--- src/rtl/srio_pkg.sv ---
// Shared RapidIO constants and header builders; beat layouts assume 64-bit HELLO-style packets
package srio_pkg;

    localparam int ADDR_W = 34;
    localparam int DATA_W = 64;
    localparam int KEEP_W = 8;

    // FIFO entry holds first, last, keep and data
    localparam int FIFO_DEPTH = 512;
    localparam int FIFO_AW = $clog2(FIFO_DEPTH);
    localparam int FIFO_ENTRY_W = 2 + KEEP_W + DATA_W;

    localparam logic [3:0] FTYPE_DOORBELL = 4'hA;
    localparam logic [3:0] FTYPE_NWRITE = 4'h5;
    localparam logic [3:0] TTYPE_NWRITE = 4'h4;
    localparam logic [1:0] REQ_PRIO = 2'd1;

    localparam logic [15:0] TARGET_RESP_ID = 16'h00F0;
    localparam logic [15:0] DB_INFO_SELF = 16'h0101;
    localparam logic [15:0] DB_INFO_READY = 16'h0100;
    localparam logic [15:0] DB_INFO_BUSY = 16'h01FF;
    localparam logic [15:0] DB_INFO_INTEG_BASE = 16'h0200;

    // Target window is 1 MiB per window bit
    localparam int WINDOW_STRIDE_SHIFT = 20;

    localparam int TIMEOUT_CYCLES = 65536;
    localparam int TIMER_W = $clog2(TIMEOUT_CYCLES);
    localparam logic [TIMER_W-1:0] TIMER_LAST = TIMER_W'(TIMEOUT_CYCLES - 1);

    localparam logic [1:0] ERR_NONE = 2'd0;
    localparam logic [1:0] ERR_DB_TIMEOUT = 2'd1;
    localparam logic [1:0] ERR_ACK_TIMEOUT = 2'd2;

    typedef enum logic [2:0] {
        IDLE,
        DB_REQ,
        DB_RESP,
        NWR,
        INTEG_REQ,
        WAIT_ACK
    } seq_state_t;

    function automatic logic [DATA_W-1:0] build_doorbell(
        input logic [7:0] tid,
        input logic [15:0] info
    );
        logic [DATA_W-1:0] beat;
        beat = '0;
        beat[63:56] = tid;
        beat[55:52] = FTYPE_DOORBELL;
        beat[46:45] = REQ_PRIO;
        beat[31:16] = info;
        return beat;
    endfunction

    function automatic logic [DATA_W-1:0] build_nwr_header(
        input logic [7:0] tid,
        input logic [7:0] size,
        input logic [ADDR_W-1:0] addr
    );
        logic [DATA_W-1:0] beat;
        beat = '0;
        beat[63:56] = tid;
        beat[55:52] = FTYPE_NWRITE;
        beat[51:48] = TTYPE_NWRITE;
        beat[46:45] = REQ_PRIO;
        beat[43:36] = size;
        beat[33:0] = addr;
        return beat;
    endfunction

endpackage

--- src/rtl/status_report.sv ---
// Sticky status for the user; busy and error hold until the next command starts
module status_report (
    input  logic        log_clk,
    input  logic        log_rst,
    input  logic [15:0] des_id_i,
    input  logic        cmd_start_i,
    input  logic        nwr_start_i,
    input  logic        got_ready_i,
    input  logic        got_busy_i,
    input  logic        db_timeout_i,
    input  logic        ack_timeout_i,
    input  logic        ack_done_i,
    output logic        nwr_ready_o,
    output logic        nwr_busy_o,
    output logic        nwr_ack_done_o,
    output logic        error_o,
    output logic [1:0]  error_type_o,
    output logic [15:0] error_target_id_o
);

    // Target of the running command, reported with any error
    always_ff @(posedge log_clk) begin
        if (cmd_start_i) begin
            error_target_id_o <= des_id_i;
        end
    end

    always_ff @(posedge log_clk) begin
        if (log_rst) begin
            nwr_ready_o <= 1'b0;
            nwr_busy_o <= 1'b0;
            nwr_ack_done_o <= 1'b0;
            error_o <= 1'b0;
            error_type_o <= srio_pkg::ERR_NONE;
        end else begin
            nwr_ack_done_o <= ack_done_i;
            if (cmd_start_i) begin
                nwr_busy_o <= 1'b0;
                error_o <= 1'b0;
                error_type_o <= srio_pkg::ERR_NONE;
            end
            // A busy target is no longer ready
            if (nwr_start_i || got_busy_i) begin
                nwr_ready_o <= 1'b0;
            end else if (got_ready_i) begin
                nwr_ready_o <= 1'b1;
            end
            if (got_busy_i) begin
                nwr_busy_o <= 1'b1;
            end
            if (db_timeout_i) begin
                error_o <= 1'b1;
                error_type_o <= srio_pkg::ERR_DB_TIMEOUT;
            end else if (ack_timeout_i) begin
                error_o <= 1'b1;
                error_type_o <= srio_pkg::ERR_ACK_TIMEOUT;
            end
        end
    end

endmodule

--- config.mk ---
export PLATFORM = sky130hd
export DESIGN_NAME = status_report
export DESIGN_NICKNAME = d
export VERILOG_FILES = /design/src/rtl/srio_pkg.sv /design/src/rtl/status_report.sv
export SDC_FILE = /design/constraint.sdc
export NUM_CORES = 1
export LEC_CHECK = 0
export BUFFER_PORTS_ARGS = -buffer_cell sky130_fd_sc_hd__buf_2
export CORE_UTILIZATION = 38
export CTS_CLUSTER_SIZE = 28
export DETAILED_ROUTE_END_ITERATION = 8
export HOLD_SLACK_MARGIN = 0.08
export PLACE_DENSITY = 0.74
export SETUP_SLACK_MARGIN = 0.1
export SLEW_MARGIN = 25
export SYNTH_ARGS = -nofsm -noshare
export SYNTH_HDL_FRONTEND = slang
export SYNTH_SLANG_ARGS = --single-unit
--- constraint.sdc ---
create_clock -name log_clk -period 1.3 [get_ports log_clk]
set_clock_uncertainty 0.15 [all_clocks]
set_input_delay 0.325 -clock log_clk [delete_from_list [all_inputs] [get_ports log_clk]]
set_output_delay 0.325 -clock log_clk [all_outputs]
set_load 0.01 [all_outputs]
==> results by group, run 1 <==
Timing
  • Max_slew headroom: 0.882
  • Final WS setup: -15.6 ps
  • RSZ-0062 raised after global routing: yes
  • Worst slew pin tran: 176 ps
  • WHS: ~110 ps
  • Max Fclk: about 0.76 GHz
  • Final Hold Fails: 0
  • Final Slew Violations: 0
  • Fin crit period: approximately 1300 ps
  • Crit share post-route: 1.01
  • # setup viols final: 3

Synth
  • Post-Syn Area per Cell: between 15 and 20 um^2
  • Sequential-to-total area share from yosys stat: 0.881
  • Post-synthesis instance total: 37
  • Area share of the largest cell type after synthesis: 0.705
  • Synth top area cells: edfxtp_1, dfxtp_1, a21oi_1
  • Mapped Area: ~680 um^2
  • Synth cell types: 10
  • Cell taking the most area after synthesis: edfxtp_1
  • Synth warn: 0
  • Synthesized Nets: just over 60
  • Yosys reg bits: 22

Placement
  • Routability cong.: roughly 0.59
  • DP HPWL: a little over 1000 um
  • Count of input and output buffers: between 40 and 50
  • Placed cell count: approximately 110
  • Place WS: approximately 120 ps

Status
  • Failing checks: negative setup slack
  • Run status: finished, violations left

Route
  • Top Metal Used: met4
  • Drt pass-1 iters: 3
  • Via count: 566
  • M1 WL: 639 um
  • Drt drc: 0
  • Initial DRC count: 7
  • Vias/cell: 4.22
  • Met3 wire length: ~86 um
  • Met2 WL: about 840 um
  • Routed len/inst: 11.8 um
  • Final ANT Viol Nets: 0
  • Routed Wire Length: around 1600 um

Global routing
  • Largest net degree at the start of global routing: 13
  • Gr usage total: 0.165
  • First-pass GRT wire length: 2240 um
  • Initial antenna violation count: 0
  • Global route overflow: 0
  • Vias in the first global route: about 530

Clock tree
  • Max clock buf depth: 2
  • CTS tree: done
  • Clock latency on the worst-skew pair: 290 ps
  • Clock Sinks: 22
  • CTS buffer count: 3
  • H-tree levels: 1
  • Root buffer cell: clkbuf_4
  • CTS clk-pin slew, worst paths: around 110 ps

Min path
  • Hold_sp: log_rst
  • Min-Delay Endpoint: error_type_o[0]$_SDFFE_PP0P_
  • Hold Path Depth: 2
  • Hold crit path type: in2reg

Setup path
  • Critical-path top delay cell: edfxtp_1
  • Worst r2r src: error_type_o[0]$_SDFFE_PP0P_
  • Crit path capture type: primary output
  • Family with the most delay on the worst path: flip-flops
  • CP Class: reg2out
  • CP arrival: about 840 ps
  • Startpoint types: flop
  • R2R depth: 2
  • Worst R2R Setup Slack: roughly 250 ps
  • CP required: roughly 820 ps
  • Cells along the critical path: buf_2
  • WP buf/inv: 1
  • End of the worst register-to-register path: error_type_o[0]$_SDFFE_PP0P_
  • Slowest stage delay, CP: 400 ps
  • Crit-path max FO: 1

Cells and area
  • Area of the multi-input gates: 80.1 um^2
  • Diode count: 0
  • Fin nets: between 100 and 150
  • Area Growth Syn to Fin: 82.2%
  • Reg area: approximately 610 um^2
  • # fillers: 108
  • Layout cells sized above 1: 0.545
  • Final Non-Filler Cells: 134

Floorplan
  • Core region area: 0.00159 mm^2
  • Rows: 14
  • Die W: 44.4 um
  • Starting Density: 0.428
  • I/O Pins: 47
  • Die ar.: just under 0.002 mm^2
  • DIE HEIGHT: about 44 um

Pwr
  • Leak: roughly 0.56 nW
  • Cell area power density: about 1100 mW/mm^2
  • Final Total Pwr: approximately 1.4 mW
  • Worst VDD drop: just over 0.7 mV

Run
  • Max Cap Viol: 0
flip-flops by register name, summed over array words and instances, names as in the netlist:
register	cells
nwr_ready_o	1
nwr_ack_done_o	1
error_type_o	2
error_target_id_o	16
error_o	1
nwr_busy_o	1
worst max path at each step:
stage               cells past startpoint                            from  slack (ps)                            to
floorplan                               2    error_type_o[0]$_SDFFE_PP0P_         270  error_type_o[0]$_SDFFE_PP0P_
global placement                        3                   ack_timeout_i         160  error_type_o[0]$_SDFFE_PP0P_
detailed placement                      3                   ack_timeout_i         120  error_type_o[0]$_SDFFE_PP0P_
CTS                                     1  error_target_id_o[1]$_DFFE_PP_         -40          error_target_id_o[1]
global route                            1  error_target_id_o[1]$_DFFE_PP_         -60          error_target_id_o[1]
finish                                  1  error_target_id_o[1]$_DFFE_PP_         -20          error_target_id_o[1]
kinds of logic (layout without fill, tap and decap cells):
kind of cell | Yosys count | count (layout) | share of synthesized area
AO/OA/AOI/OAI | 4 | 4 | 0.0330
buffers and inverters | 2 | 75 | 0.0110
AND/OR/NAND/NOR | 9 | 9 | 0.0752
flip-flops | 22 | 22 | 0.881
final cells by class:
cell class | instances | share of cell area
tap | 24 | 0.0242
sequential | 22 | 0.488
multi-input combinational | 13 | 0.0645
timing repair buffer | 69 | 0.388
inverter | 2 | 0.00604
clock buffer | 4 | 0.0292
stage by stage:
stage	area, um^2	TNS [ps]	util
3_5_place_dp	957	0	0.600
2_1_floorplan	682	0	-
4_1_cts	1230	-89.9	0.769
6_report	1240	-32.5	0.779
3_3_place_gp	957	0	0.600
5_1_grt	1240	-551	0.779
routing by layer:
layer / vias to the layer above / track usage
met2: 27 / 0.288
met1: 259 / 0.185
li1: 278 / -
met3: 2 / 0.0367
met5: - / 0
met4: 0 / 0.0909
where the power goes:
part	total (mW)	switching, mW	internal, mW
clock	0.355	0.185	0.170
sequential	0.822	0.0150	0.807
combinational	0.202	0.0833	0.119
total	1.38	0.283	1.10
timing repair:
action | CTS | global route
hold buffers | 18 | 1
hold endpoints to repair | 17 | 1
buffers inserted | 2 | 0
setup endpoints to repair | 22 | 23
cloned | 0 | 0
pin swaps | 0 | 1
gates resized for setup | 10 | 1
synthesized netlist by cell type:
| cell | count |
|---|---|
| edfxtp_1 | 16 |
| nor4_1 | 1 |
| or3b_1 | 1 |
| dfxtp_1 | 6 |
| inv_1 | 2 |
| nand2b_1 | 2 |
| nor2_1 | 3 |
| o21a_1 | 1 |
| a21oi_1 | 3 |
| nor2b_1 | 2 |
cell usage in the layout, fill, tap and decap left out, drive strengths merged:
cell and n:
nor2b 2, o21a 1, or3b 1, clkbuf 4, dlygate4sd3 19, a21oi 3
nor2 3, inv 2, dfxtp 6, edfxtp 16, nand2b 2, nor4 1
buf 50
Power figures use the tool's default switching activity.
==> run 2: changes to the inputs <==
--- a/config.mk
+++ b/config.mk
@@ -11,7 +11,7 @@
 export DETAILED_ROUTE_END_ITERATION = 8
 export HOLD_SLACK_MARGIN = 0.08
 export PLACE_DENSITY = 0.74
-export SETUP_SLACK_MARGIN = 0.1
+export SETUP_SLACK_MARGIN = 0.05
 export SLEW_MARGIN = 25
 export SYNTH_ARGS = -nofsm -noshare
 export SYNTH_HDL_FRONTEND = slang
==> constraint.sdc (replaced) <==
create_clock -name log_clk -period 1.3 [get_ports log_clk]
set_clock_uncertainty 0.15 [all_clocks]
set_input_delay 0.325 -clock log_clk [delete_from_list [all_inputs] [get_ports log_clk]]
set_output_delay 0.325 -clock log_clk [all_outputs]
set_load 0.05 [all_outputs]
==> results by group, run 2 (synthesis results as in run 1) <==
Status
  • Run status: finished, violations left (unchanged)
  • Failing checks: negative setup slack (unchanged)

Floorplan
  • Starting Density: 0.428 (unchanged)
  • Rows: 14 (unchanged)
  • DIE HEIGHT: 44.4 um (unchanged)
  • I/O Pins: 47 (unchanged)
  • Die W: 44.4 um (unchanged)
  • Core region area: 0.00159 mm^2 (unchanged)
  • Die ar.: 0.00197 mm^2 (unchanged)

Setup path
  • Slowest stage delay, CP: 430 ps (was 400 ps)
  • CP required: 820 ps (about the same)
  • CP Class: reg2out (unchanged)
  • Worst R2R Setup Slack: 240 ps (was 250 ps)
  • Startpoint types: flop (unchanged)
  • R2R depth: 2 (unchanged)
  • Cells along the critical path: buf_6 (was buf_2)
  • Critical-path top delay cell: edfxtp_1 (unchanged)
  • CP arrival: 910 ps (was 840 ps)
  • Crit-path max FO: 1 (unchanged)
  • WP buf/inv: 1 (unchanged)
  • Worst r2r src: error_type_o[0]$_SDFFE_PP0P_ (unchanged)
  • End of the worst register-to-register path: error_type_o[0]$_SDFFE_PP0P_ (unchanged)
  • Crit path capture type: primary output (unchanged)
  • Family with the most delay on the worst path: flip-flops (unchanged)

Clock tree
  • CTS buffer count: 3 (unchanged)
  • Max clock buf depth: 2 (unchanged)
  • CTS clk-pin slew, worst paths: 120 ps (was 110 ps)
  • CTS tree: done (unchanged)
  • Clock latency on the worst-skew pair: 300 ps (was 290 ps)
  • Clock Sinks: 22 (unchanged)
  • H-tree levels: 1 (unchanged)
  • Root buffer cell: clkbuf_4 (unchanged)

Route
  • Via count: 579 (was 566)
  • Initial DRC count: 12 (was 7)
  • Vias/cell: 4.39 (was 4.22)
  • Routed len/inst: 14.9 um (was 11.8 um)
  • Routed Wire Length: 1970 um (was 1590 um)
  • Drt pass-1 iters: 4 (was 3)
  • Final ANT Viol Nets: 0 (unchanged)
  • Drt drc: 0 (unchanged)

Timing
  • Setup TNS: -876 ps (was -32.5 ps)
  • Crit share post-route: 1.07 (was 1.01)
  • Fin crit period: 1390 ps (was 1320 ps)
  • Worst slew pin tran: 200 ps (was 176 ps)
  • Final Slew Violations: 0 (unchanged)
  • Final WS setup: -85.3 ps (was -15.6 ps)
  • # setup viols final: 16 (was 3)
  • Max_slew headroom: 0.866 (was 0.882)
  • RSZ-0062 raised after global routing: yes (unchanged)
  • Final Hold Fails: 0 (unchanged)
  • Max Fclk: 0.722 GHz (was 0.760 GHz)

Cells and area
  • Most flop-heavy register: error_target_id_o (unchanged)
  • Diode count: 0 (unchanged)
  • Layout cells sized above 1: 0.537 (was 0.545)
  • Area Growth Syn to Fin: 96.3% (was 82.2%)
  • Final Non-Filler Cells: 132 (was 134)
  • Fin nets: 134 (was 136)
  • Most frequent cells in the layout: buf_2, dlygate4sd3_1, edfxtp_1, buf_6 (was buf_2, dlygate4sd3_1, edfxtp_1)
  • Final Cell Area: 0.00134 mm^2 (was 0.00124 mm^2)
  • Most common cell after layout, fill and taps aside: buf_2 (unchanged)
  • Top Registers: error_target_id_o (16), error_type_o (2) (unchanged)
  • Max reg flops: 16 (unchanged)

Pwr
  • Worst VDD drop: 0.752 mV (was 0.721 mV)
  • Final Total Pwr: 1.57 mW (was 1.38 mW)
  • Leak: 0.583 nW (was 0.556 nW)
  • Cell area power density: 1170 mW/mm^2 (was 1110 mW/mm^2)

Global routing
  • Initial antenna violation count: 0 (unchanged)
  • Gr usage total: 0.218 (was 0.165)
  • Largest net degree at the start of global routing: 14 (was 13)
  • First-pass GRT wire length: 2900 um (was 2240 um)
  • Global route overflow: 0 (unchanged)
  • Vias in the first global route: 599 (was 527)

Placement
  • Count of input and output buffers: 46 (unchanged)
  • Placed cell count: 109 (unchanged)
  • DP HPWL: 979 um (was 1010 um)
  • DP Area: 958 um^2 (was 957 um^2)
  • Routability cong.: 0.590 (was 0.591)

Min path
  • Hold crit path type: in2reg (unchanged)
  • Min-Delay Endpoint: error_type_o[1]$_SDFFE_PP0P_ (was error_type_o[0]$_SDFFE_PP0P_)
  • Hold_sp: ack_timeout_i (was log_rst)
  • Hold Path Depth: 2 (unchanged)

Run
  • Max Cap Viol: 0 (unchanged)
==> run 2: power breakdown <==
group | total (mW) | internal, mW | switching (mW)
Combinational | 0.409 | 0.173 | 0.237
Sequential | 0.839 | 0.809 | 0.0297
Clock | 0.317 | 0.119 | 0.198
Total | 1.57 | 1.10 | 0.464
==> run 2: stage by stage <==
stage	setup slack [ps]	hold WS, ps	utilization
after CTS	-65.7	87.3	0.835
final	-85.3	101	0.840
after floorplan	123	237	-
after global placement	159	306	0.601
after detailed placement	141	311	0.601
after global routing	-121	83.6	0.840
==> run 2: what timing repair did <==
| action | 4_1_cts | 5_1_grt |
|---|---|---|
| endpoints found under the hold margin | 17 | 0 |
| resized for setup | 55 | 0 |
| setup buffers | 0 | 1 |
| setup endpoints to repair | 22 | 22 |
| hold buffers | 18 | 0 |
==> run 2: worst reg2reg max path, delay by kind of cell (launching register included) <==
kind,cells,cell delay [ps]
AOI/OAI and AO/OA,1,140
DFF,1,360
and+or+nand+nor,1,340
==> run 2: cell type report <==
cell class | count | area [um^2]
clock buffers | 4 | 26.3
fillers | 88 | 255
multi-input cells | 13 | 73.8
inverters | 2 | 7.51
well taps | 24 | 30.0
flip-flops and latches | 22 | 608
repair buffers | 67 | 593
==> run 2: worst max path at each step <==
stage,startpoint,to,slack [ps],cells past startpoint
after floorplan,error_type_o[0]$_SDFFE_PP0P_,error_type_o[0]$_SDFFE_PP0P_,120,2
after global placement,ack_timeout_i,error_type_o[0]$_SDFFE_PP0P_,160,3
after detailed placement,ack_timeout_i,error_type_o[0]$_SDFFE_PP0P_,140,3
after CTS,error_target_id_o[4]$_DFFE_PP_,error_target_id_o[4],-70,1
after global routing,error_target_id_o[15]$_DFFE_PP_,error_target_id_o[15],-120,1
final,error_target_id_o[15]$_DFFE_PP_,error_target_id_o[15],-90,1
==> run 2: metal layers <==
metal | vias up | part of all wire | GRT usage | wire (um)
met1 | 271 | 0.40 | 0.255 | 779
met3 | 2 | 0.078 | 0.0776 | 154
met4 | 0 | 0.0041 | 0.0727 | 8
met2 | 33 | 0.52 | 0.374 | 1020
li1 | 273 | - | - | -
met5 | - | 0 | 0 | 0
