**src/rtl/srio_pkg.sv**
```systemverilog
// Shared RapidIO constants and header builders; beat layouts assume 64-bit HELLO-style packets
package srio_pkg;

    localparam int ADDR_W = 34;
    localparam int DATA_W = 64;
    localparam int KEEP_W = 8;

    // FIFO entry holds first, last, keep and data
    localparam int FIFO_DEPTH = 512;
    localparam int FIFO_AW = $clog2(FIFO_DEPTH);
    localparam int FIFO_ENTRY_W = 2 + KEEP_W + DATA_W;

    localparam logic [3:0] FTYPE_DOORBELL = 4'hA;
    localparam logic [3:0] FTYPE_NWRITE = 4'h5;
    localparam logic [3:0] TTYPE_NWRITE = 4'h4;
    localparam logic [1:0] REQ_PRIO = 2'd1;

    localparam logic [15:0] TARGET_RESP_ID = 16'h00F0;
    localparam logic [15:0] DB_INFO_SELF = 16'h0101;
    localparam logic [15:0] DB_INFO_READY = 16'h0100;
    localparam logic [15:0] DB_INFO_BUSY = 16'h01FF;
    localparam logic [15:0] DB_INFO_INTEG_BASE = 16'h0200;

    // Target window is 1 MiB per window bit
    localparam int WINDOW_STRIDE_SHIFT = 20;

    localparam int TIMEOUT_CYCLES = 65536;
    localparam int TIMER_W = $clog2(TIMEOUT_CYCLES);
    localparam logic [TIMER_W-1:0] TIMER_LAST = TIMER_W'(TIMEOUT_CYCLES - 1);

    localparam logic [1:0] ERR_NONE = 2'd0;
    localparam logic [1:0] ERR_DB_TIMEOUT = 2'd1;
    localparam logic [1:0] ERR_ACK_TIMEOUT = 2'd2;

    typedef enum logic [2:0] {
        IDLE,
        DB_REQ,
        DB_RESP,
        NWR,
        INTEG_REQ,
        WAIT_ACK
    } seq_state_t;

    function automatic logic [DATA_W-1:0] build_doorbell(
        input logic [7:0] tid,
        input logic [15:0] info
    );
        logic [DATA_W-1:0] beat;
        beat = '0;
        beat[63:56] = tid;
        beat[55:52] = FTYPE_DOORBELL;
        beat[46:45] = REQ_PRIO;
        beat[31:16] = info;
        return beat;
    endfunction

    function automatic logic [DATA_W-1:0] build_nwr_header(
        input logic [7:0] tid,
        input logic [7:0] size,
        input logic [ADDR_W-1:0] addr
    );
        logic [DATA_W-1:0] beat;
        beat = '0;
        beat[63:56] = tid;
        beat[55:52] = FTYPE_NWRITE;
        beat[51:48] = TTYPE_NWRITE;
        beat[46:45] = REQ_PRIO;
        beat[43:36] = size;
        beat[33:0] = addr;
        return beat;
    endfunction

endpackage

```
**src/rtl/resp_decode.sv**
```systemverilog
// Doorbell response classifier; only doorbells from TARGET_RESP_ID count, events lag by one cycle
module resp_decode (
    input  logic                       log_clk,
    input  logic                       log_rst,
    input  logic                       iresp_tvalid_i,
    input  logic [srio_pkg::DATA_W-1:0] iresp_tdata_i,
    input  logic [31:0]                iresp_tuser_i,
    input  logic [15:0]                expect_info_i,
    output logic                       ev_ready_o,
    output logic                       ev_busy_o,
    output logic                       ev_confirm_o
);

    logic        resp_hit;
    logic [15:0] resp_info;

    assign resp_info = iresp_tdata_i[31:16];

    // Source ID sits in the upper half of tuser
    assign resp_hit = iresp_tvalid_i
                   && (iresp_tdata_i[55:52] == srio_pkg::FTYPE_DOORBELL)
                   && (iresp_tuser_i[31:16] == srio_pkg::TARGET_RESP_ID);

    always_ff @(posedge log_clk) begin
        if (log_rst) begin
            ev_ready_o <= 1'b0;
            ev_busy_o <= 1'b0;
            ev_confirm_o <= 1'b0;
        end else begin
            ev_ready_o <= resp_hit && (resp_info == srio_pkg::DB_INFO_READY);
            ev_busy_o <= resp_hit && (resp_info == srio_pkg::DB_INFO_BUSY);
            ev_confirm_o <= resp_hit && (resp_info == expect_info_i);
        end
    end

endmodule

```
**config.mk**
```make
export PLATFORM = sky130hd
export DESIGN_NAME = resp_decode
export DESIGN_NICKNAME = d
export VERILOG_FILES = /design/src/rtl/srio_pkg.sv /design/src/rtl/resp_decode.sv
export SDC_FILE = /design/constraint.sdc
export NUM_CORES = 1
export LEC_CHECK = 0
export ABC_CLOCK_PERIOD_IN_PS = 2200
export BUFFER_PORTS_ARGS = -buffer_cell sky130_fd_sc_hd__buf_2
export CORE_MARGIN = 2
export CORE_UTILIZATION = 20
export CTS_BUF_LIST = sky130_fd_sc_hd__clkbuf_8
export DETAILED_ROUTE_END_ITERATION = 8
export PLACE_DENSITY = 0.86
export REMOVE_ABC_BUFFERS = 1
export SLEW_MARGIN = 5
export SYNTH_ARGS = -nofsm -noshare
export SYNTH_HDL_FRONTEND = slang
export SYNTH_SLANG_ARGS = --single-unit
```
**constraint.sdc**
```tcl
create_clock -name log_clk -period 2.2 [get_ports log_clk]
set_clock_uncertainty 0.15 [all_clocks]
set_input_delay 0.22 -clock log_clk [delete_from_list [all_inputs] [get_ports log_clk]]
set_output_delay 0.22 -clock log_clk [all_outputs]
set_load 0.03 [all_outputs]
```
==> results.py, run 1 <==
metrics = {
    "sta": {
        "fin_ws_ps": 815,
        "finalSetupViolCount": 0,
        "worst_pin_slew_ps": 319,
        "period_minus_slack_ps": 1390,
        "tns_ps": 0,
        "fin_crit_sh": 0.630,
        "slew_viol_final": 0,
        "max-slew-margin-rel": 0.785,
        "rsz0062_at_grt": "no",
        "max_freq_mhz": 722,
        "hold_viol_final": 0,
    },
    "cts": {
        "cts_hold_buffers": 0,
        "cts_resized": 0,
        "tritoncts": "built",
        "post_cts_buffers": 0,
        "clkTransAtPathRegs_ps": 30,
        "cts-buffers-inserted": 3,
        "cts_buffer_depth": 2,
        "htree_levels": 1,
        "clock_sinks": 3,
        "root_buffer": "clkbuf_8",
    },
    "placement": {
        "globalplace.congestion": 0.777,
        "io_buffers": 57,
        "dp_slack_ps": 542,
    },
    "hold_path": {
        "timing.hold.worst.class": "in2reg",
        "min-delay-start": "iresp_tuser_i[19]",
    },
    "global_route": {
        "antenna_found_initial": 0,
        "grt_pass1_wl_mm": 2.06,
        "overflow": 0,
        "track_usage": 0.134,
        "grt_pass1_vias": 550,
        "grt_max_degree": 4,
    },
    "synth": {
        "seq_area_frac_synth": 0.157,
        "syn-cell-area_sq_um": 383,
        "synth_seq_cells": 3,
        "yosysUniqueCellTypes": 13,
        "postSynthAreaPerCell_sq_um": 8.90,
        "syn_inst": 43,
        "synth-warning-count": 0,
    },
    "layout": {
        "antennaDiodeCount": 0,
        "area_growth_pct": 94.4,
        "final_common_cell": "buf_2",
        "layout_common_cells": "buf_2 (57), xor2_1 (16), nor4_1 (7)",
        "drive_gt1_frac": 0.635,
        "final_nets": 220,
    },
    "floorplanning": {
        "io_pins": 118,
        "core-area_sq_mm": 0.00176,
        "die_h_um": 47.8,
        "rows": 15,
        "dieWidth_um": 47.8,
        "initial_core_util": 0.217,
        "die_area_sq_mm": 0.00228,
    },
    "route": {
        "drt_wl_total_mm": 1.44,
        "routed_via_density": 4.46,
        "firstDrtPassIters": 4,
        "via_count": 575,
        "drcViolationCount": 0,
        "drtIter0Drc": 6,
        "ant_nets": 0,
        "drt-wirelength-per-cell_um": 11.1,
    },
    "worst_setup_path": {
        "critical_path_class": "in2reg",
        "startpoint": "iresp_tuser_i[17]",
        "cp-start-kind": "input port",
        "required_ps": 2190,
        "critPathCaptureType": "flop",
        "critPathMaxFanout": 2,
        "cp_data_arrival_time_ps": 1380,
    },
    "pwr": {
        "leakagePower_nw": 0.367,
        "vdd_drop_max_mv": 0.146,
        "p_per_area_mw_per_mm2": 400,
    },
    "job": {
        "max_cap_violations": 0,
    },
    "outcome": {
        "status": "finished, final reports clean",
    },
}
-- synth_stat cells --
master,count,area [sq um]
nor4_1,7,43.8
nor4bb_1,1,10.0
nor2_1,1,3.75
xor2_1,16,140
or3_4,2,22.5
nor4b_1,1,8.76
nor4_2,2,25.0
nand2_1,2,7.51
nor4b_2,1,15.0
dfxtp_1,3,60.1
nand4_1,5,31.3
nor3_1,1,5.00
nor3_2,1,10.0
-- registers in the layout (all words and copies together) (netlist names) --
| name | cells |
|---|---|
| ev_confirm_o | 1 |
| ev_busy_o | 1 |
| ev_ready_o | 1 |
-- power breakdown --
| group | switching, mW | leakage, nW | internal [mW] | total [mW] |
|---|---|---|---|---|
| combinational | 0.0384 | 0.316 | 0.0514 | 0.0898 |
| sequential | 0.000000000000127 | 0.0241 | 0.0548 | 0.0548 |
| clock | 0.0347 | 0.0269 | 0.119 | 0.153 |
-- critical path: stages --
cell and delay, ps:
buf_2 90, nor4bb_1 290, nand4_1 180, or3_4 420, nor3_2 160
-- final timing paths --
| kind | cells past startpoint | to |
|---|---|---|
| max | 5 | ev_busy_o |
| min | 3 | ev_confirm_o |
-- cell type report --
type	instances	area [sq um]
clock buffer	3	41.3
clock inverter	1	3.75
fill	197	1020
multi-input combinational	40	323
sequential	3	60.1
tap	25	31.3
timing repair buffer	57	285
-- per-layer routing --
metal | GRT usage | wire length [um] | part of all wire
met4 | 0.119 | 46 | 0.032
met5 | 0 | 0 | 0
met1 | 0.130 | 497 | 0.35
met2 | 0.229 | 744 | 0.52
met3 | 0.0377 | 146 | 0.10
-- cells by family after synthesis --
family	share of synthesized area
and+or+nand+nor	0.477
xor gates and xnor gates	0.366
DFF	0.157
-- metrics by stage --
step           utilization  cells  instance area (sq um)  hold slack [ps]  power [mW]
6_report             0.422    129                    744              131       0.298
3_5_place_dp         0.396    125                    699              358       0.145
5_1_grt              0.422    129                    744              136       0.321
3_3_place_gp         0.396    125                    699              350       0.142
2_1_floorplan            -     43                    383              213      0.0819
4_1_cts              0.422    129                    744              132       0.303
No activity file was read; power rests on OpenSTA's default activity.
==> run 2: changes to the inputs <==
--- a/config.mk
+++ b/config.mk
@@ -5,13 +5,13 @@
 export SDC_FILE = /design/constraint.sdc
 export NUM_CORES = 1
 export LEC_CHECK = 0
-export ABC_CLOCK_PERIOD_IN_PS = 2200
+export ABC_CLOCK_PERIOD_IN_PS = 1450
 export BUFFER_PORTS_ARGS = -buffer_cell sky130_fd_sc_hd__buf_2
 export CORE_MARGIN = 2
-export CORE_UTILIZATION = 20
+export CORE_UTILIZATION = 19
 export CTS_BUF_LIST = sky130_fd_sc_hd__clkbuf_8
 export DETAILED_ROUTE_END_ITERATION = 8
-export PLACE_DENSITY = 0.86
+export PLACE_DENSITY = 0.82
 export REMOVE_ABC_BUFFERS = 1
 export SLEW_MARGIN = 5
 export SYNTH_ARGS = -nofsm -noshare
==> constraint.sdc (replaced) <==
create_clock -name log_clk -period 1.45 [get_ports log_clk]
set_clock_uncertainty 0.15 [all_clocks]
set_input_delay 0.145 -clock log_clk [delete_from_list [all_inputs] [get_ports log_clk]]
set_output_delay 0.145 -clock log_clk [all_outputs]
set_load 0.03 [all_outputs]
==> run 2 against run 1 <==
Effect of this change: sequential cell count unchanged; sequential share of layout area about the same; routed wire length grew 1.4%; combinational power grew 53%; worst setup slack lost 630 ps; via count fell by 2.3%.
==> results.py, run 2 (synthesized netlist as in run 1, its figures left out) <==
metrics = {
    "cts": {
        "post_cts_buffers": 0,
        "root_buffer": "clkbuf_8",
        "cts-buffers-inserted": 3,
        "clock_sinks": 3,
        "cts_buffer_depth": 2,
        "cts_resized": 0,
        "tritoncts": "built",
        "htree_levels": 1,
        "clkTransAtPathRegs_ps": 30,
        "cts_hold_buffers": 0,
    },
    "sta": {
        "worst_pin_slew_ps": 299,
        "fin_ws_ps": 188,
        "period_minus_slack_ps": 1260,
        "max-slew-margin-rel": 0.798,
        "finalSetupViolCount": 0,
        "rsz0062_at_grt": "no",
        "hold_viol_final": 0,
        "fin_crit_sh": 0.870,
        "tns_ps": 0,
        "max_freq_mhz": 792,
        "slew_viol_final": 0,
    },
    "worst_setup_path": {
        "required_ps": 1440,
        "critPathCaptureType": "flop",
        "critPathMaxFanout": 2,
        "cp-endpoint": "ev_busy_o",
        "cp_data_arrival_time_ps": 1250,
        "cp-start-kind": "input port",
        "critical_path_class": "in2reg",
        "cp_slowest_cell": "or3_4",
        "path_cells": "buf_2, nor4b_2, nand4_1, or3_4, nor3_2",
        "slowest_delay_ps": 420,
        "startpoint": "iresp_tdata_i[52]",
    },
    "global_route": {
        "track_usage": 0.130,
        "grt_pass1_vias": 643,
        "antenna_found_initial": 0,
        "grt_pass1_wl_mm": 2.42,
        "grt_max_degree": 4,
        "overflow": 0,
    },
    "layout": {
        "area_growth_pct": 95.1,
        "final_common_cell": "buf_2",
        "antennaDiodeCount": 0,
        "fillCellCount": 217,
        "layout_common_cells": "buf_2 (57), xor2_1 (16), nor4_1 (7)",
        "reg_top3": "ev_busy_o x1, ev_confirm_o x1, ev_ready_o x1",
        "final_area_sq_um": 747,
        "final_nets": 220,
        "drive_gt1_frac": 0.635,
    },
    "placement": {
        "hpwl_mm": 1.30,
        "globalplace.congestion": 0.730,
        "io_buffers": 57,
        "place_area_sq_um": 702,
        "dp_slack_ps": -46.4,
    },
    "floorplanning": {
        "die_area_sq_mm": 0.00239,
        "rows": 16,
        "core-area_sq_mm": 0.00192,
        "io_pins": 118,
        "initial_core_util": 0.199,
        "dieWidth_um": 48.9,
        "die_h_um": 48.9,
    },
    "job": {
        "max_cap_violations": 0,
    },
    "outcome": {
        "status": "finished, final reports clean",
    },
    "route": {
        "wl_met2_um": 768,
        "ant_nets": 0,
        "drt_wl_total_mm": 1.46,
        "drtIter0Drc": 4,
        "routed.top_layer": "met4",
        "routed_via_density": 4.29,
        "drt-wirelength-per-cell_um": 11.1,
        "via_count": 562,
        "drcViolationCount": 0,
        "wl_met3_um": 124,
        "firstDrtPassIters": 3,
        "met1_length_um": 548,
    },
    "pwr": {
        "leakagePower_nw": 0.367,
        "p_per_area_mw_per_mm2": 604,
        "vdd_drop_max_mv": 0.251,
        "power_mw": 0.451,
    },
    "hold_path": {
        "timing.hold.worst.class": "in2reg",
    },
}
[run 2: cell counts in the layout (fill, tap and decap cells not counted)]
No cell type changed its count.
[run 2: worst max-delay path, delay by kind of cell]
kind | cells | cell delay, ps
buffers and inverters | 1 | 100
AND/OR/NAND/NOR | 4 | 1010
[run 2: layout make-up]
class                   instances  area, sq um  share of cell area
clock inverters                 1         3.75             0.00503
flip-flops and latches          3         60.1              0.0804
repair buffers                 57          285               0.382
clock buffers                   3         41.3              0.0553
well taps                      27         33.8              0.0452
multi-input cells              40          323               0.432
[run 2: power by group]
| part | total [mW] | switching [mW] | internal [mW] |
|---|---|---|---|
| Sequential | 0.0832 | 0.000000000000216 | 0.0832 |
| Clock | 0.231 | 0.0513 | 0.180 |
| Combinational | 0.137 | 0.0590 | 0.0781 |
| Total | 0.451 | 0.110 | 0.341 |
[run 2: routing by layer]
metal | vias up | global-route usage
li1 | 289 | -
met4 | 0 | 0.0857
met3 | 2 | 0.0368
met5 | - | 0
met2 | 27 | 0.237
met1 | 244 | 0.127
[run 2: worst min path at each step]
stage / slack (ps) / start / to / cells past startpoint
global placement: 280 / iresp_tuser_i[18] / ev_confirm_o / 3
detailed placement: 280 / iresp_tuser_i[19] / ev_confirm_o / 3
CTS: 50 / iresp_tuser_i[19] / ev_confirm_o / 3
floorplan: 140 / iresp_tdata_i[23] / ev_ready_o / 3
finish: 50 / iresp_tuser_i[19] / ev_confirm_o / 3
global route: 60 / iresp_tuser_i[19] / ev_confirm_o / 3
[run 2: per-stage QoR]
step / hold slack, ps / std cells / util
after detailed placement: 277 / 127 / 0.365
after floorplan: 138 / 43 / -
final: 54.2 / 131 / 0.389
after global placement: 276 / 127 / 0.365
after global routing: 59.1 / 131 / 0.389
after CTS: 49.7 / 131 / 0.389
==> run 3: changes to the inputs <==
--- a/config.mk
+++ b/config.mk
@@ -13,6 +13,7 @@
 export DETAILED_ROUTE_END_ITERATION = 8
 export PLACE_DENSITY = 0.82
 export REMOVE_ABC_BUFFERS = 1
+export SETUP_SLACK_MARGIN = 0.5
 export SLEW_MARGIN = 5
 export SYNTH_ARGS = -nofsm -noshare
 export SYNTH_HDL_FRONTEND = slang
==> run 3 against run 2 <==
Effect of this change: worst setup slack better by 92 ps; power up 5.1%; count of clock-buffer cells in the layout unchanged; die area unchanged; routed wire length up 8.5%; global-route usage up 0.97 points; sequential share of layout area down 0.75 points; critical endpoint unchanged; largest power group unchanged.
==> results.py, run 3 (synthesized netlist as in run 1, its figures left out) <==
metrics = {
    "pwr": {
        "power_mw": 0.475,
        "leakagePower_nw": 0.402,
        "vdd_drop_max_mv": 0.237,
        "p_per_area_mw_per_mm2": 553,
    },
    "placement": {
        "dp_slack_ps": -46.4,
        "globalplace.congestion": 0.730,
        "hpwl_mm": 1.30,
        "io_buffers": 57,
    },
    "floorplanning": {
        "core-area_sq_mm": 0.00192,
        "dieWidth_um": 48.9,
        "io_pins": 118,
        "die_area_sq_mm": 0.00239,
        "initial_core_util": 0.199,
        "rows": 16,
        "die_h_um": 48.9,
    },
    "worst_setup_path": {
        "critPathCaptureType": "flop",
        "cp-start-kind": "input port",
        "required_ps": 1440,
        "cp_data_arrival_time_ps": 1160,
        "startpoint": "iresp_tuser_i[28]",
        "critical_path_class": "in2reg",
        "critPathMaxFanout": 2,
    },
    "cts": {
        "root_buffer": "clkbuf_8",
        "htree_levels": 1,
        "clkTransAtPathRegs_ps": 30,
        "cts_hold_buffers": 0,
        "tritoncts": "built",
        "cts_buffer_depth": 2,
        "clock_sinks": 3,
        "cts-buffers-inserted": 3,
    },
    "layout": {
        "antennaDiodeCount": 0,
        "final_common_cell": "buf_2",
        "area_growth_pct": 124,
        "reg_top3": "ev_busy_o x1, ev_confirm_o x1, ev_ready_o x1",
        "multi_input_area_sq_um": 345,
        "layout_common_cells": "buf_2 (45), xor2_1 (16), buf_6 (11)",
        "regArea_sq_um": 62.6,
        "final_nets": 221,
        "drive_gt1_frac": 0.667,
        "fillCellCount": 215,
        "post-route-util": 0.447,
    },
    "sta": {
        "finalSetupViolCount": 0,
        "rsz0062_at_grt": "yes",
        "worst_pin_slew_ps": 297,
        "fin_crit_sh": 0.807,
        "max_freq_mhz": 855,
        "slew_viol_final": 0,
        "period_minus_slack_ps": 1170,
        "fin_ws_ps": 280,
        "hold_viol_final": 0,
        "tns_ps": 0,
        "max-slew-margin-rel": 0.799,
        "hold_ws_ps": 23.2,
    },
    "job": {
        "max_cap_violations": 0,
    },
    "global_route": {
        "overflow": 0,
        "grt_pass1_vias": 673,
        "antenna_found_initial": 0,
        "track_usage": 0.140,
        "grt_max_degree": 4,
        "grt_pass1_wl_mm": 2.60,
    },
    "route": {
        "drcViolationCount": 0,
        "routed_via_density": 4.36,
        "drt-wirelength-per-cell_um": 12.0,
        "drt_wl_total_mm": 1.58,
        "firstDrtPassIters": 4,
        "drtIter0Drc": 6,
        "ant_nets": 0,
        "via_count": 575,
    },
    "outcome": {
        "status": "finished, final reports clean",
    },
    "hold_path": {
        "timing.hold.worst.class": "in2reg",
        "min-delay-start": "iresp_tdata_i[20]",
    },
}
run 3: path summary, 6_finish.rpt:
kind	end	slack [ps]	cells past startpoint
worst max-delay path	ev_busy_o	280	5
worst min-delay path	ev_ready_o	20	4
run 3: area by class of cell:
cell class | count | share of cell area
repair buffers | 58 | 0.433
multi-input cells | 40 | 0.402
flip-flops and latches | 3 | 0.0729
clock buffers | 3 | 0.0481
well taps | 27 | 0.0394
clock inverters | 1 | 0.00437
run 3: critical path, cell delays in order:
cell and delay (ps):
buf_6 100, nor4_4 260, nand4_1 170, or3_4 400, nor3_2 90
run 3: what timing repair did:
action / 4_1_cts / 5_1_grt
buffers inserted: 0 / 1
gates cloned: 0 / 0
pin swaps: 10 / 8
endpoints found under the setup margin: 6 / 6
gates resized for setup: 15 / 8
run 3: power breakdown:
group	internal, mW	total (mW)	switching (mW)
registers	0.0831	0.0831	0.000000000000517
logic	0.0959	0.159	0.0632
clock network	0.180	0.232	0.0524
run 3: metrics by stage:
stage          cell area [sq um]  cells
6_report                     858    132
5_1_grt                      858    132
4_1_cts                      817    131
3_5_place_dp                 702    127
3_3_place_gp                 702    127
2_1_floorplan                383     43
run 3: per-layer routing:
metal / share of wire / global-route usage / wire length [um]
met1: 0.35 / 0.136 / 559
met2: 0.57 / 0.265 / 896
met3: 0.077 / 0.0307 / 122
met4: 0 / 0.0857 / 0
met5: 0 / 0 / 0
