File: src/rtl/srio_pkg.sv
// Shared RapidIO constants and header builders; beat layouts assume 64-bit HELLO-style packets
package srio_pkg;

    localparam int ADDR_W = 34;
    localparam int DATA_W = 64;
    localparam int KEEP_W = 8;

    // FIFO entry holds first, last, keep and data
    localparam int FIFO_DEPTH = 512;
    localparam int FIFO_AW = $clog2(FIFO_DEPTH);
    localparam int FIFO_ENTRY_W = 2 + KEEP_W + DATA_W;

    localparam logic [3:0] FTYPE_DOORBELL = 4'hA;
    localparam logic [3:0] FTYPE_NWRITE = 4'h5;
    localparam logic [3:0] TTYPE_NWRITE = 4'h4;
    localparam logic [1:0] REQ_PRIO = 2'd1;

    localparam logic [15:0] TARGET_RESP_ID = 16'h00F0;
    localparam logic [15:0] DB_INFO_SELF = 16'h0101;
    localparam logic [15:0] DB_INFO_READY = 16'h0100;
    localparam logic [15:0] DB_INFO_BUSY = 16'h01FF;
    localparam logic [15:0] DB_INFO_INTEG_BASE = 16'h0200;

    // Target window is 1 MiB per window bit
    localparam int WINDOW_STRIDE_SHIFT = 20;

    localparam int TIMEOUT_CYCLES = 65536;
    localparam int TIMER_W = $clog2(TIMEOUT_CYCLES);
    localparam logic [TIMER_W-1:0] TIMER_LAST = TIMER_W'(TIMEOUT_CYCLES - 1);

    localparam logic [1:0] ERR_NONE = 2'd0;
    localparam logic [1:0] ERR_DB_TIMEOUT = 2'd1;
    localparam logic [1:0] ERR_ACK_TIMEOUT = 2'd2;

    typedef enum logic [2:0] {
        IDLE,
        DB_REQ,
        DB_RESP,
        NWR,
        INTEG_REQ,
        WAIT_ACK
    } seq_state_t;

    function automatic logic [DATA_W-1:0] build_doorbell(
        input logic [7:0] tid,
        input logic [15:0] info
    );
        logic [DATA_W-1:0] beat;
        beat = '0;
        beat[63:56] = tid;
        beat[55:52] = FTYPE_DOORBELL;
        beat[46:45] = REQ_PRIO;
        beat[31:16] = info;
        return beat;
    endfunction

    function automatic logic [DATA_W-1:0] build_nwr_header(
        input logic [7:0] tid,
        input logic [7:0] size,
        input logic [ADDR_W-1:0] addr
    );
        logic [DATA_W-1:0] beat;
        beat = '0;
        beat[63:56] = tid;
        beat[55:52] = FTYPE_NWRITE;
        beat[51:48] = TTYPE_NWRITE;
        beat[46:45] = REQ_PRIO;
        beat[43:36] = size;
        beat[33:0] = addr;
        return beat;
    endfunction

endpackage

File: src/rtl/req_sequencer.sv
// Request FSM; assumes each FIFO packet starts with a header entry and ends with tlast
module req_sequencer (
    input  logic                         log_clk,
    input  logic                         log_rst,
    input  logic                         self_check_i,
    input  logic                         nwr_req_i,
    input  logic                         link_initialized_i,
    input  logic [15:0]                  src_id_i,
    input  logic [15:0]                  des_id_i,
    input  logic                         ireq_tready_i,
    input  logic                         head_valid_i,
    input  logic                         head_first_i,
    input  logic                         head_last_i,
    input  logic [srio_pkg::KEEP_W-1:0]  head_keep_i,
    input  logic [srio_pkg::DATA_W-1:0]  head_data_i,
    input  logic                         ev_ready_i,
    input  logic                         ev_busy_i,
    input  logic                         ev_confirm_i,
    output logic                         ireq_tvalid_o,
    output logic [srio_pkg::DATA_W-1:0]  ireq_tdata_o,
    output logic [srio_pkg::KEEP_W-1:0]  ireq_tkeep_o,
    output logic                         ireq_tlast_o,
    output logic [31:0]                  ireq_tuser_o,
    output logic                         fifo_pop_o,
    output logic [15:0]                  expect_info_o,
    output logic                         rapidio_ready_o,
    output logic                         cmd_start_o,
    output logic                         nwr_start_o,
    output logic                         got_ready_o,
    output logic                         got_busy_o,
    output logic                         db_timeout_o,
    output logic                         ack_timeout_o,
    output logic                         ack_done_o
);

    srio_pkg::seq_state_t state;
    logic [srio_pkg::TIMER_W-1:0] timer;
    logic window;
    logic req_fire;
    logic timed_out;
    logic [7:0] tid;
    logic [srio_pkg::ADDR_W-1:0] target_addr;

    // Window bit selects transaction ID, target window and integrity info
    assign tid = {7'd0, window};
    assign target_addr = srio_pkg::ADDR_W'(window) << srio_pkg::WINDOW_STRIDE_SHIFT;
    assign expect_info_o = window ? srio_pkg::DB_INFO_INTEG_BASE
                                  : srio_pkg::DB_INFO_INTEG_BASE + 16'd1;

    assign req_fire = ireq_tvalid_o && ireq_tready_i;
    assign timed_out = (timer == srio_pkg::TIMER_LAST);
    assign rapidio_ready_o = (state == srio_pkg::IDLE);
    assign ireq_tuser_o = {src_id_i, des_id_i};

    // Beat stays stable until accepted since it depends only on state and FIFO head
    always_comb begin
        ireq_tvalid_o = 1'b0;
        ireq_tdata_o = '0;
        ireq_tkeep_o = '1;
        ireq_tlast_o = 1'b0;
        fifo_pop_o = 1'b0;
        case (state)
            srio_pkg::DB_REQ: begin
                ireq_tvalid_o = 1'b1;
                ireq_tdata_o = srio_pkg::build_doorbell(tid, srio_pkg::DB_INFO_SELF);
                ireq_tlast_o = 1'b1;
            end
            srio_pkg::NWR: begin
                ireq_tvalid_o = head_valid_i;
                // Header entry carries the size byte in its low data bits
                if (head_first_i) begin
                    ireq_tdata_o = srio_pkg::build_nwr_header(tid, head_data_i[7:0],
                                                              target_addr);
                end else begin
                    ireq_tdata_o = head_data_i;
                    ireq_tkeep_o = head_keep_i;
                end
                ireq_tlast_o = head_last_i;
                fifo_pop_o = head_valid_i && ireq_tready_i;
            end
            srio_pkg::INTEG_REQ: begin
                ireq_tvalid_o = 1'b1;
                ireq_tdata_o = srio_pkg::build_doorbell(tid, expect_info_o);
                ireq_tlast_o = 1'b1;
            end
            default: begin
                ireq_tvalid_o = 1'b0;
            end
        endcase
    end

    always_ff @(posedge log_clk) begin
        if (log_rst) begin
            state <= srio_pkg::IDLE;
            timer <= '0;
            window <= 1'b0;
            cmd_start_o <= 1'b0;
            nwr_start_o <= 1'b0;
            got_ready_o <= 1'b0;
            got_busy_o <= 1'b0;
            db_timeout_o <= 1'b0;
            ack_timeout_o <= 1'b0;
            ack_done_o <= 1'b0;
        end else begin
            cmd_start_o <= 1'b0;
            nwr_start_o <= 1'b0;
            got_ready_o <= 1'b0;
            got_busy_o <= 1'b0;
            db_timeout_o <= 1'b0;
            ack_timeout_o <= 1'b0;
            ack_done_o <= 1'b0;
            // Timer runs only while waiting for the target
            if (state == srio_pkg::DB_RESP || state == srio_pkg::WAIT_ACK) begin
                timer <= timer + 1'b1;
            end else begin
                timer <= '0;
            end
            case (state)
                srio_pkg::IDLE: begin
                    if (link_initialized_i && self_check_i) begin
                        state <= srio_pkg::DB_REQ;
                        cmd_start_o <= 1'b1;
                    end else if (link_initialized_i && nwr_req_i) begin
                        state <= srio_pkg::NWR;
                        cmd_start_o <= 1'b1;
                        nwr_start_o <= 1'b1;
                    end
                end
                srio_pkg::DB_REQ: begin
                    if (req_fire) begin
                        state <= srio_pkg::DB_RESP;
                    end
                end
                srio_pkg::DB_RESP: begin
                    if (ev_ready_i) begin
                        state <= srio_pkg::IDLE;
                        got_ready_o <= 1'b1;
                    end else if (ev_busy_i) begin
                        state <= srio_pkg::IDLE;
                        got_busy_o <= 1'b1;
                    end else if (timed_out) begin
                        state <= srio_pkg::IDLE;
                        db_timeout_o <= 1'b1;
                    end
                end
                srio_pkg::NWR: begin
                    if (req_fire && ireq_tlast_o) begin
                        state <= srio_pkg::INTEG_REQ;
                    end
                end
                srio_pkg::INTEG_REQ: begin
                    if (req_fire) begin
                        state <= srio_pkg::WAIT_ACK;
                    end
                end
                srio_pkg::WAIT_ACK: begin
                    if (ev_confirm_i) begin
                        state <= srio_pkg::IDLE;
                        window <= ~window;
                        ack_done_o <= 1'b1;
                    end else if (timed_out) begin
                        state <= srio_pkg::IDLE;
                        ack_timeout_o <= 1'b1;
                    end
                end
                default: begin
                    state <= srio_pkg::IDLE;
                end
            endcase
        end
    end

endmodule

File: config.mk
export PLATFORM = sky130hd
export DESIGN_NAME = req_sequencer
export DESIGN_NICKNAME = d
export VERILOG_FILES = /design/src/rtl/srio_pkg.sv /design/src/rtl/req_sequencer.sv
export SDC_FILE = /design/constraint.sdc
export NUM_CORES = 1
export LEC_CHECK = 0
export BUFFER_PORTS_ARGS = -buffer_cell sky130_fd_sc_hd__buf_2
export CAP_MARGIN = 5
export CORE_AREA = 5 5 91 93
export DETAILED_ROUTE_END_ITERATION = 16
export DIE_AREA = 0 0 96 98
export GPL_ROUTABILITY_DRIVEN = 1
export PLACE_DENSITY = 0.85
export SLEW_MARGIN = 25
export SYNTH_ARGS = -nofsm -noshare
export SYNTH_HDL_FRONTEND = slang
export SYNTH_SLANG_ARGS = --single-unit
File: constraint.sdc
create_clock -name log_clk -period 2.1 [get_ports log_clk]
set_clock_uncertainty 0.15 [all_clocks]
set_input_delay 0.315 -clock log_clk [delete_from_list [all_inputs] [get_ports log_clk]]
set_output_delay 0.315 -clock log_clk [all_outputs]
set_load 0.01 [all_outputs]
==> flow_results.xml, run 1 <==
<?xml version="1.0" encoding="UTF-8"?>
<metrics>
  <group name="clock_network">
    <metric name="cts.htree.levels" unit="">1</metric>
    <metric name="tritoncts_num_sinks" unit="">27</metric>
    <metric name="clkSlewWorstSetupHoldPaths" unit="ps">80</metric>
    <metric name="cts_hold_repair.buffers" unit="">0</metric>
    <metric name="numCtsBuffers" unit="">3</metric>
    <metric name="tritoncts" unit="">built</metric>
    <metric name="cts_max_path_buffers" unit="">2</metric>
    <metric name="clock-root-buffer" unit="">clkbuf_8</metric>
    <metric name="clock_network_latency_to_the_later_pin_of_the_worst_skew_pair" unit="ps">260</metric>
  </group>
  <group name="worst_setup_path">
    <metric name="number_of_buffers_and_inverters_on_the_critical_path" unit="">2</metric>
    <metric name="path_max_fanout" unit="">12</metric>
    <metric name="critPathKind" unit="">register to output pin</metric>
    <metric name="setup_crit_start_kind" unit="">register</metric>
    <metric name="critPathArrivalTime" unit="ps">1550</metric>
    <metric name="slowest_stage" unit="">dfxtp_1</metric>
    <metric name="timing.critical_path.slowest_cell_delay" unit="ps">310</metric>
    <metric name="cp_data_required_time" unit="ps">1630</metric>
    <metric name="crit_chain" unit="">nand3b_1, buf_4, nor2_4, and2_1, buf_2</metric>
    <metric name="setup.worst_path.end_class" unit="">output pin</metric>
    <metric name="cpLargestDelayFamily" unit="">simple AND/OR/NAND/NOR gates</metric>
  </group>
  <group name="global_routing">
    <metric name="groute.usage.overall" unit="%">16.3</metric>
    <metric name="grt_overflow_total" unit="">0</metric>
    <metric name="grt_first_pass_wirelength" unit="um">12100</metric>
    <metric name="antenna_found_initial" unit="">1</metric>
    <metric name="number_of_global_route_vias_before_repair" unit="">2364</metric>
    <metric name="grt_start_max_net_pins" unit="">24</metric>
  </group>
  <group name="hold_path">
    <metric name="worst_hold_path_type" unit="">input pin to register</metric>
  </group>
  <group name="pwr">
    <metric name="design_power_total" unit="W">0.00138</metric>
    <metric name="peakVddDrop" unit="V">0.000225</metric>
    <metric name="power_density" unit="mW/mm^2">465</metric>
    <metric name="leak" unit="nW">1.53</metric>
  </group>
  <group name="logic_synthesis">
    <metric name="postSynth.asyncResetShare" unit="%">0</metric>
    <metric name="library_cell_occupying_the_most_area_in_the_post_synthesis_netlist" unit="">dfxtp_1</metric>
    <metric name="post_synth_main_area_contributors" unit="">dfxtp_1, buf_4, and2_1</metric>
    <metric name="postSynth.topFlopCell" unit="">dfxtp_1</metric>
    <metric name="postSynthCellCount" unit="">295</metric>
    <metric name="ys_seq_elements" unit="">27</metric>
    <metric name="post_synth.cell_area_avg" unit="sq um">7.60</metric>
    <metric name="synth.cell_area" unit="sq mm">0.00224</metric>
    <metric name="synth.yosys.seq_area_share" unit="%">24.1</metric>
    <metric name="yosys_warn_count" unit="">0</metric>
    <metric name="synth.top_cell.area_share" unit="%">24.1</metric>
    <metric name="yosysUniqueCellTypes" unit="">53</metric>
    <metric name="synth-edff-count" unit="">0</metric>
  </group>
  <group name="detailed_routing">
    <metric name="drt-initial-drc-count" unit="">102</metric>
    <metric name="detail_route.wl_per_cell" unit="um">15.6</metric>
    <metric name="wirelength" unit="um">8230</metric>
    <metric name="firstDrtPassIters" unit="">4</metric>
    <metric name="detailroute.via_count" unit="">2417</metric>
    <metric name="vias_per_cell" unit="">4.58</metric>
    <metric name="postRouteAntennaNets" unit="">0</metric>
    <metric name="post-route-drc-count" unit="">0</metric>
  </group>
  <group name="outcome">
    <metric name="status" unit="">finished clean</metric>
  </group>
  <group name="sta">
    <metric name="rsz_0062_raised_after_global_routing" unit="">true</metric>
    <metric name="final_max_slew_viol_count" unit="">0</metric>
    <metric name="period_needed" unit="ps">2020</metric>
    <metric name="timing_hold_violations_final" unit="">0</metric>
    <metric name="fmax" unit="MHz">496</metric>
    <metric name="report.final.setup_viol" unit="">0</metric>
    <metric name="final.period_utilization" unit="%">96.0</metric>
    <metric name="layout_setup_ws" unit="ps">83.5</metric>
    <metric name="fin_hold_ws" unit="ps">81.7</metric>
  </group>
  <group name="die">
    <metric name="dieArea" unit="sq mm">0.00941</metric>
    <metric name="fp.coreArea" unit="sq mm">0.00745</metric>
    <metric name="die_width" unit="um">96</metric>
    <metric name="height_of_the_die" unit="um">98</metric>
    <metric name="rows" unit="">32</metric>
    <metric name="pin_count" unit="">247</metric>
    <metric name="initial_core_util" unit="%">30.1</metric>
  </group>
  <group name="placed_design">
    <metric name="hpwl" unit="um">6660</metric>
    <metric name="detailed_place.area" unit="sq mm">0.00286</metric>
    <metric name="place_congestion" unit="">0.883</metric>
    <metric name="post-place-ws" unit="ps">-186</metric>
    <metric name="portBuffers" unit="">167</metric>
  </group>
  <group name="layout">
    <metric name="finish.utilization" unit="%">39.8</metric>
    <metric name="antenna_cells_inserted" unit="">0</metric>
    <metric name="layout.cells.most_common" unit="">buf_2</metric>
    <metric name="layout_common_cells" unit="">buf_2, and2_1, nor2_1</metric>
    <metric name="layout.filler_cells" unit="">776</metric>
    <metric name="finalNetCount" unit="">544</metric>
    <metric name="layout_cells_sized_above_1" unit="%">45.5</metric>
    <metric name="finish.instance_area" unit="sq mm">0.00296</metric>
    <metric name="syn_to_final_growth" unit="%">32.1</metric>
  </group>
  <group name="flow_run">
    <metric name="maxCapViolCount" unit="">0</metric>
  </group>
</metrics>
final timing paths:
kind | from | to | slack (ps) | depth (start not counted)
min | ev_busy_i | db_timeout_o$_SDFF_PP0_ | 80 | 2
max reg2reg | timer[0]$_SDFF_PP0_ | state[1]$_SDFFE_PP0P_ | 130 | 5
max | state[2]$_SDFFE_PP0P_ | ireq_tdata_o[60] | 80 | 5
min reg2reg | timer[15]$_SDFF_PP0_ | timer[15]$_SDFF_PP0_ | 340 | 2
layer usage:
| metal | share of wire, % | track usage, % | up-vias |
|---|---|---|---|
| met3 | 14 | 8.63 | 24 |
| met5 | 0.085 | 0 | - |
| met2 | 47 | 25.9 | 130 |
| met1 | 37 | 19.0 | 1083 |
| met4 | 2.5 | 4.49 | 2 |
| li1 | - | - | 1178 |
cell usage after synthesis, types with 6 or more instances:
library cell / count
clkbuf_1: 10
or3_1: 9
nand3_1: 7
nand2_1: 12
buf_4: 47
o21ai_0: 7
and2_1: 45
inv_1: 7
nor2_1: 38
nor3_1: 6
mux2i_1: 9
xnor2_1: 8
dfxtp_1: 27
worst reg2reg max path, stage by stage (launching register included):
cell	delay (ps)
dfxtp_1	430
ha_2	260
nand3_1	150
or4_4	580
a21boi_1	180
o22ai_1	100
registers in the layout (all words and copies together), names as in the netlist:
signal         cells
ack_done_o         1
state              3
ack_timeout_o      1
window             1
timer             16
cmd_start_o        1
got_busy_o         1
got_ready_o        1
nwr_start_o        1
db_timeout_o       1
layout make-up:
class	instances	area (sq um)	area share, %
well taps	102	128	4.31
flip-flops and latches	27	541	18.3
clock buffers	4	45.0	1.52
inverters	7	26.3	0.888
multi-input cells	215	1340	45.3
repair buffers	173	881	29.8
per-stage QoR:
step | TNS [ps] | std cells
floorplan | 0 | 308
global placement | -2010 | 520
detailed placement | -6630 | 520
CTS | 0 | 527
global route | -4.13 | 528
finish | 0 | 528
timing repair:
item | 4_1_cts | 5_1_grt
resized for setup | 3 | 4
cloned | 2 | 1
setup endpoints to repair | 47 | 37
setup buffers | 1 | 0
pin swaps | 1 | 1
cell families (layout without fill, tap and decap cells):
| group | after synthesis | after routing | share of synthesized area, % |
|---|---|---|---|
| compound gates | 28 | 28 | 8.43 |
| xor+xnor | 13 | 13 | 5.08 |
| fa+ha+maj | 1 | 1 | 0.558 |
| buf+inv | 69 | 184 | 20.4 |
| flops | 27 | 27 | 24.1 |
| mux | 9 | 9 | 4.02 |
| other cells | 2 | 15 | 0.335 |
| simple gates | 146 | 149 | 37.0 |
power breakdown:
part           internal (W)  total (W)  switching [W]
Combinational      0.000244   0.000551       0.000307
Sequential         0.000531   0.000541      0.0000107
Clock              0.000136   0.000283       0.000148
(Power assumes the default switching activity.)
==> run 2: changes to the inputs <==
--- a/config.mk
+++ b/config.mk
@@ -10,8 +10,9 @@
 export CORE_AREA = 5 5 91 93
 export DETAILED_ROUTE_END_ITERATION = 16
 export DIE_AREA = 0 0 96 98
-export GPL_ROUTABILITY_DRIVEN = 1
+export HOLD_SLACK_MARGIN = 0.03
 export PLACE_DENSITY = 0.85
+export SETUP_SLACK_MARGIN = 0.1
 export SLEW_MARGIN = 25
 export SYNTH_ARGS = -nofsm -noshare
 export SYNTH_HDL_FRONTEND = slang
==> run 2 against run 1 <==
Effect of this change: maximum frequency grew 2.4%; final area increased by 3.9%; largest cell class unchanged; critical endpoint is now ireq_tkeep_o[2]; clock power is essentially flat; die area unchanged; first-iteration DRC count grew 18%; register-to-register slack gained 90 ps; largest power group unchanged.
==> flow_results.xml, run 2 (synthesis gave the netlist of run 1 again) <==
<?xml version="1.0" encoding="UTF-8"?>
<metrics>
  <group name="layout">
    <metric name="finalNetCount" unit="">549</metric>
    <metric name="ff_latch_area" unit="sq um">544</metric>
    <metric name="layout.filler_cells" unit="">764</metric>
    <metric name="layout_cells_sized_above_1" unit="%">48.5</metric>
    <metric name="finish.instance_area" unit="sq mm">0.00308</metric>
    <metric name="antenna_cells_inserted" unit="">0</metric>
    <metric name="finish.utilization" unit="%">41.3</metric>
    <metric name="top_regs" unit="">timer x16, state x3</metric>
    <metric name="layout_common_cells" unit="">buf_2, and2_1, nor2_1</metric>
    <metric name="layout.cells.most_common" unit="">buf_2</metric>
    <metric name="largest_register_ffs" unit="">16</metric>
    <metric name="multiInputGateArea" unit="sq mm">0.00139</metric>
    <metric name="syn_to_final_growth" unit="%">37.3</metric>
    <metric name="registers.top_by_ff_count" unit="">timer</metric>
  </group>
  <group name="detailed_routing">
    <metric name="post-route-drc-count" unit="">0</metric>
    <metric name="postRouteAntennaNets" unit="">0</metric>
    <metric name="detailroute.via_count" unit="">2483</metric>
    <metric name="vias_per_cell" unit="">4.66</metric>
    <metric name="detail_route.wl_per_cell" unit="um">16.2</metric>
    <metric name="wirelength" unit="um">8620</metric>
    <metric name="firstDrtPassIters" unit="">4</metric>
    <metric name="drt-initial-drc-count" unit="">120</metric>
  </group>
  <group name="pwr">
    <metric name="peakVddDrop" unit="V">0.000225</metric>
    <metric name="power_density" unit="mW/mm^2">458</metric>
    <metric name="design_power_total" unit="W">0.00141</metric>
    <metric name="leak" unit="nW">1.56</metric>
  </group>
  <group name="worst_setup_path">
    <metric name="setup.worst_path.end_class" unit="">output pin</metric>
    <metric name="ff2ff_setup_slack" unit="ps">220</metric>
    <metric name="critPathArrivalTime" unit="ps">1500</metric>
    <metric name="critPathKind" unit="">register to output pin</metric>
    <metric name="path_max_fanout" unit="">22</metric>
    <metric name="setup_crit_start_kind" unit="">register</metric>
    <metric name="cp_data_required_time" unit="ps">1630</metric>
  </group>
  <group name="clock_network">
    <metric name="numCtsBuffers" unit="">3</metric>
    <metric name="cts_max_path_buffers" unit="">2</metric>
    <metric name="clock_network_latency_to_the_later_pin_of_the_worst_skew_pair" unit="ps">270</metric>
    <metric name="cts.htree.levels" unit="">1</metric>
    <metric name="tritoncts" unit="">built</metric>
    <metric name="clkSlewWorstSetupHoldPaths" unit="ps">90</metric>
    <metric name="clock-root-buffer" unit="">clkbuf_8</metric>
    <metric name="cts_hold_repair.buffers" unit="">0</metric>
    <metric name="tritoncts_num_sinks" unit="">27</metric>
  </group>
  <group name="placed_design">
    <metric name="post-place-ws" unit="ps">-186</metric>
    <metric name="portBuffers" unit="">167</metric>
    <metric name="place_congestion" unit="">0.883</metric>
    <metric name="detailed_place.area" unit="sq mm">0.00286</metric>
    <metric name="hpwl" unit="um">6660</metric>
  </group>
  <group name="die">
    <metric name="die_width" unit="um">96</metric>
    <metric name="fp.coreArea" unit="sq mm">0.00745</metric>
    <metric name="pin_count" unit="">247</metric>
    <metric name="initial_core_util" unit="%">30.1</metric>
    <metric name="rows" unit="">32</metric>
    <metric name="dieArea" unit="sq mm">0.00941</metric>
    <metric name="height_of_the_die" unit="um">98</metric>
  </group>
  <group name="outcome">
    <metric name="status" unit="">finished clean</metric>
  </group>
  <group name="global_routing">
    <metric name="number_of_global_route_vias_before_repair" unit="">2407</metric>
    <metric name="antenna_found_initial" unit="">1</metric>
    <metric name="groute.usage.overall" unit="%">16.6</metric>
    <metric name="grt_first_pass_wirelength" unit="um">12200</metric>
    <metric name="grt_start_max_net_pins" unit="">23</metric>
    <metric name="grt_overflow_total" unit="">0</metric>
  </group>
  <group name="sta">
    <metric name="timing_hold_violations_final" unit="">0</metric>
    <metric name="rsz_0062_raised_after_global_routing" unit="">true</metric>
    <metric name="fmax" unit="MHz">508</metric>
    <metric name="period_needed" unit="ps">1970</metric>
    <metric name="report.final.setup_viol" unit="">0</metric>
    <metric name="layout_setup_ws" unit="ps">131</metric>
    <metric name="final_max_slew_viol_count" unit="">0</metric>
    <metric name="final.period_utilization" unit="%">93.8</metric>
  </group>
  <group name="flow_run">
    <metric name="maxCapViolCount" unit="">0</metric>
  </group>
  <group name="hold_path">
    <metric name="worst_hold_path_type" unit="">input pin to register</metric>
  </group>
</metrics>
## run 2: worst paths after layout
kind	start	cells after the start	endpoint
min	ev_busy_i	2	db_timeout_o$_SDFF_PP0_
max reg2reg	timer[0]$_SDFF_PP0_	5	state[1]$_SDFFE_PP0P_
min reg2reg	timer[0]$_SDFF_PP0_	1	timer[0]$_SDFF_PP0_
max	state[2]$_SDFFE_PP0P_	4	ireq_tkeep_o[2]
## run 2: per-stage QoR
stage / TNS [ps] / hold slack, ps / cells
4_1_cts: 0 / 75.8 / 528
3_3_place_gp: -2010 / 317 / 520
2_1_floorplan: 0 / 236 / 308
6_report: 0 / 79.6 / 533
5_1_grt: 0 / 75.6 / 533
3_5_place_dp: -6630 / 335 / 520
## run 2: power by group
part	internal, W	total [W]	switching, W
Sequential	0.000531	0.000542	0.0000106
Combinational	0.000260	0.000581	0.000321
Clock	0.000136	0.000285	0.000150
Total	0.000927	0.00141	0.000481
## run 2: final cells by class
type | count | area share [%]
Multi-Input combinational cell | 218 | 45.2
Timing Repair Buffer | 175 | 30.6
Sequential cell | 27 | 17.7
Tap cell | 102 | 4.15
Clock buffer | 4 | 1.46
Inverter | 7 | 0.854
## run 2: layer usage
metal  global-route usage, %  vias up  share of wire [%]
met5                       0        -              0.081
met4                    4.60        2                2.3
met3                    8.01       24                 13
met2                    26.4      141                 47
met1                    19.5     1123                 37
li1                        -     1193                  -
## run 2: worst max-delay path, stage by stage (launching register included)
cell and delay, ps:
dfxtp_2 320, nand3b_1 190, buf_6 190, or3_1 350
buf_2 180
## run 2: what timing repair did
item	4_1_cts	5_1_grt
cloned	3	3
buffers inserted	1	2
pin swaps	2	9
endpoints found under the setup margin	48	59
gates resized for setup	5	24
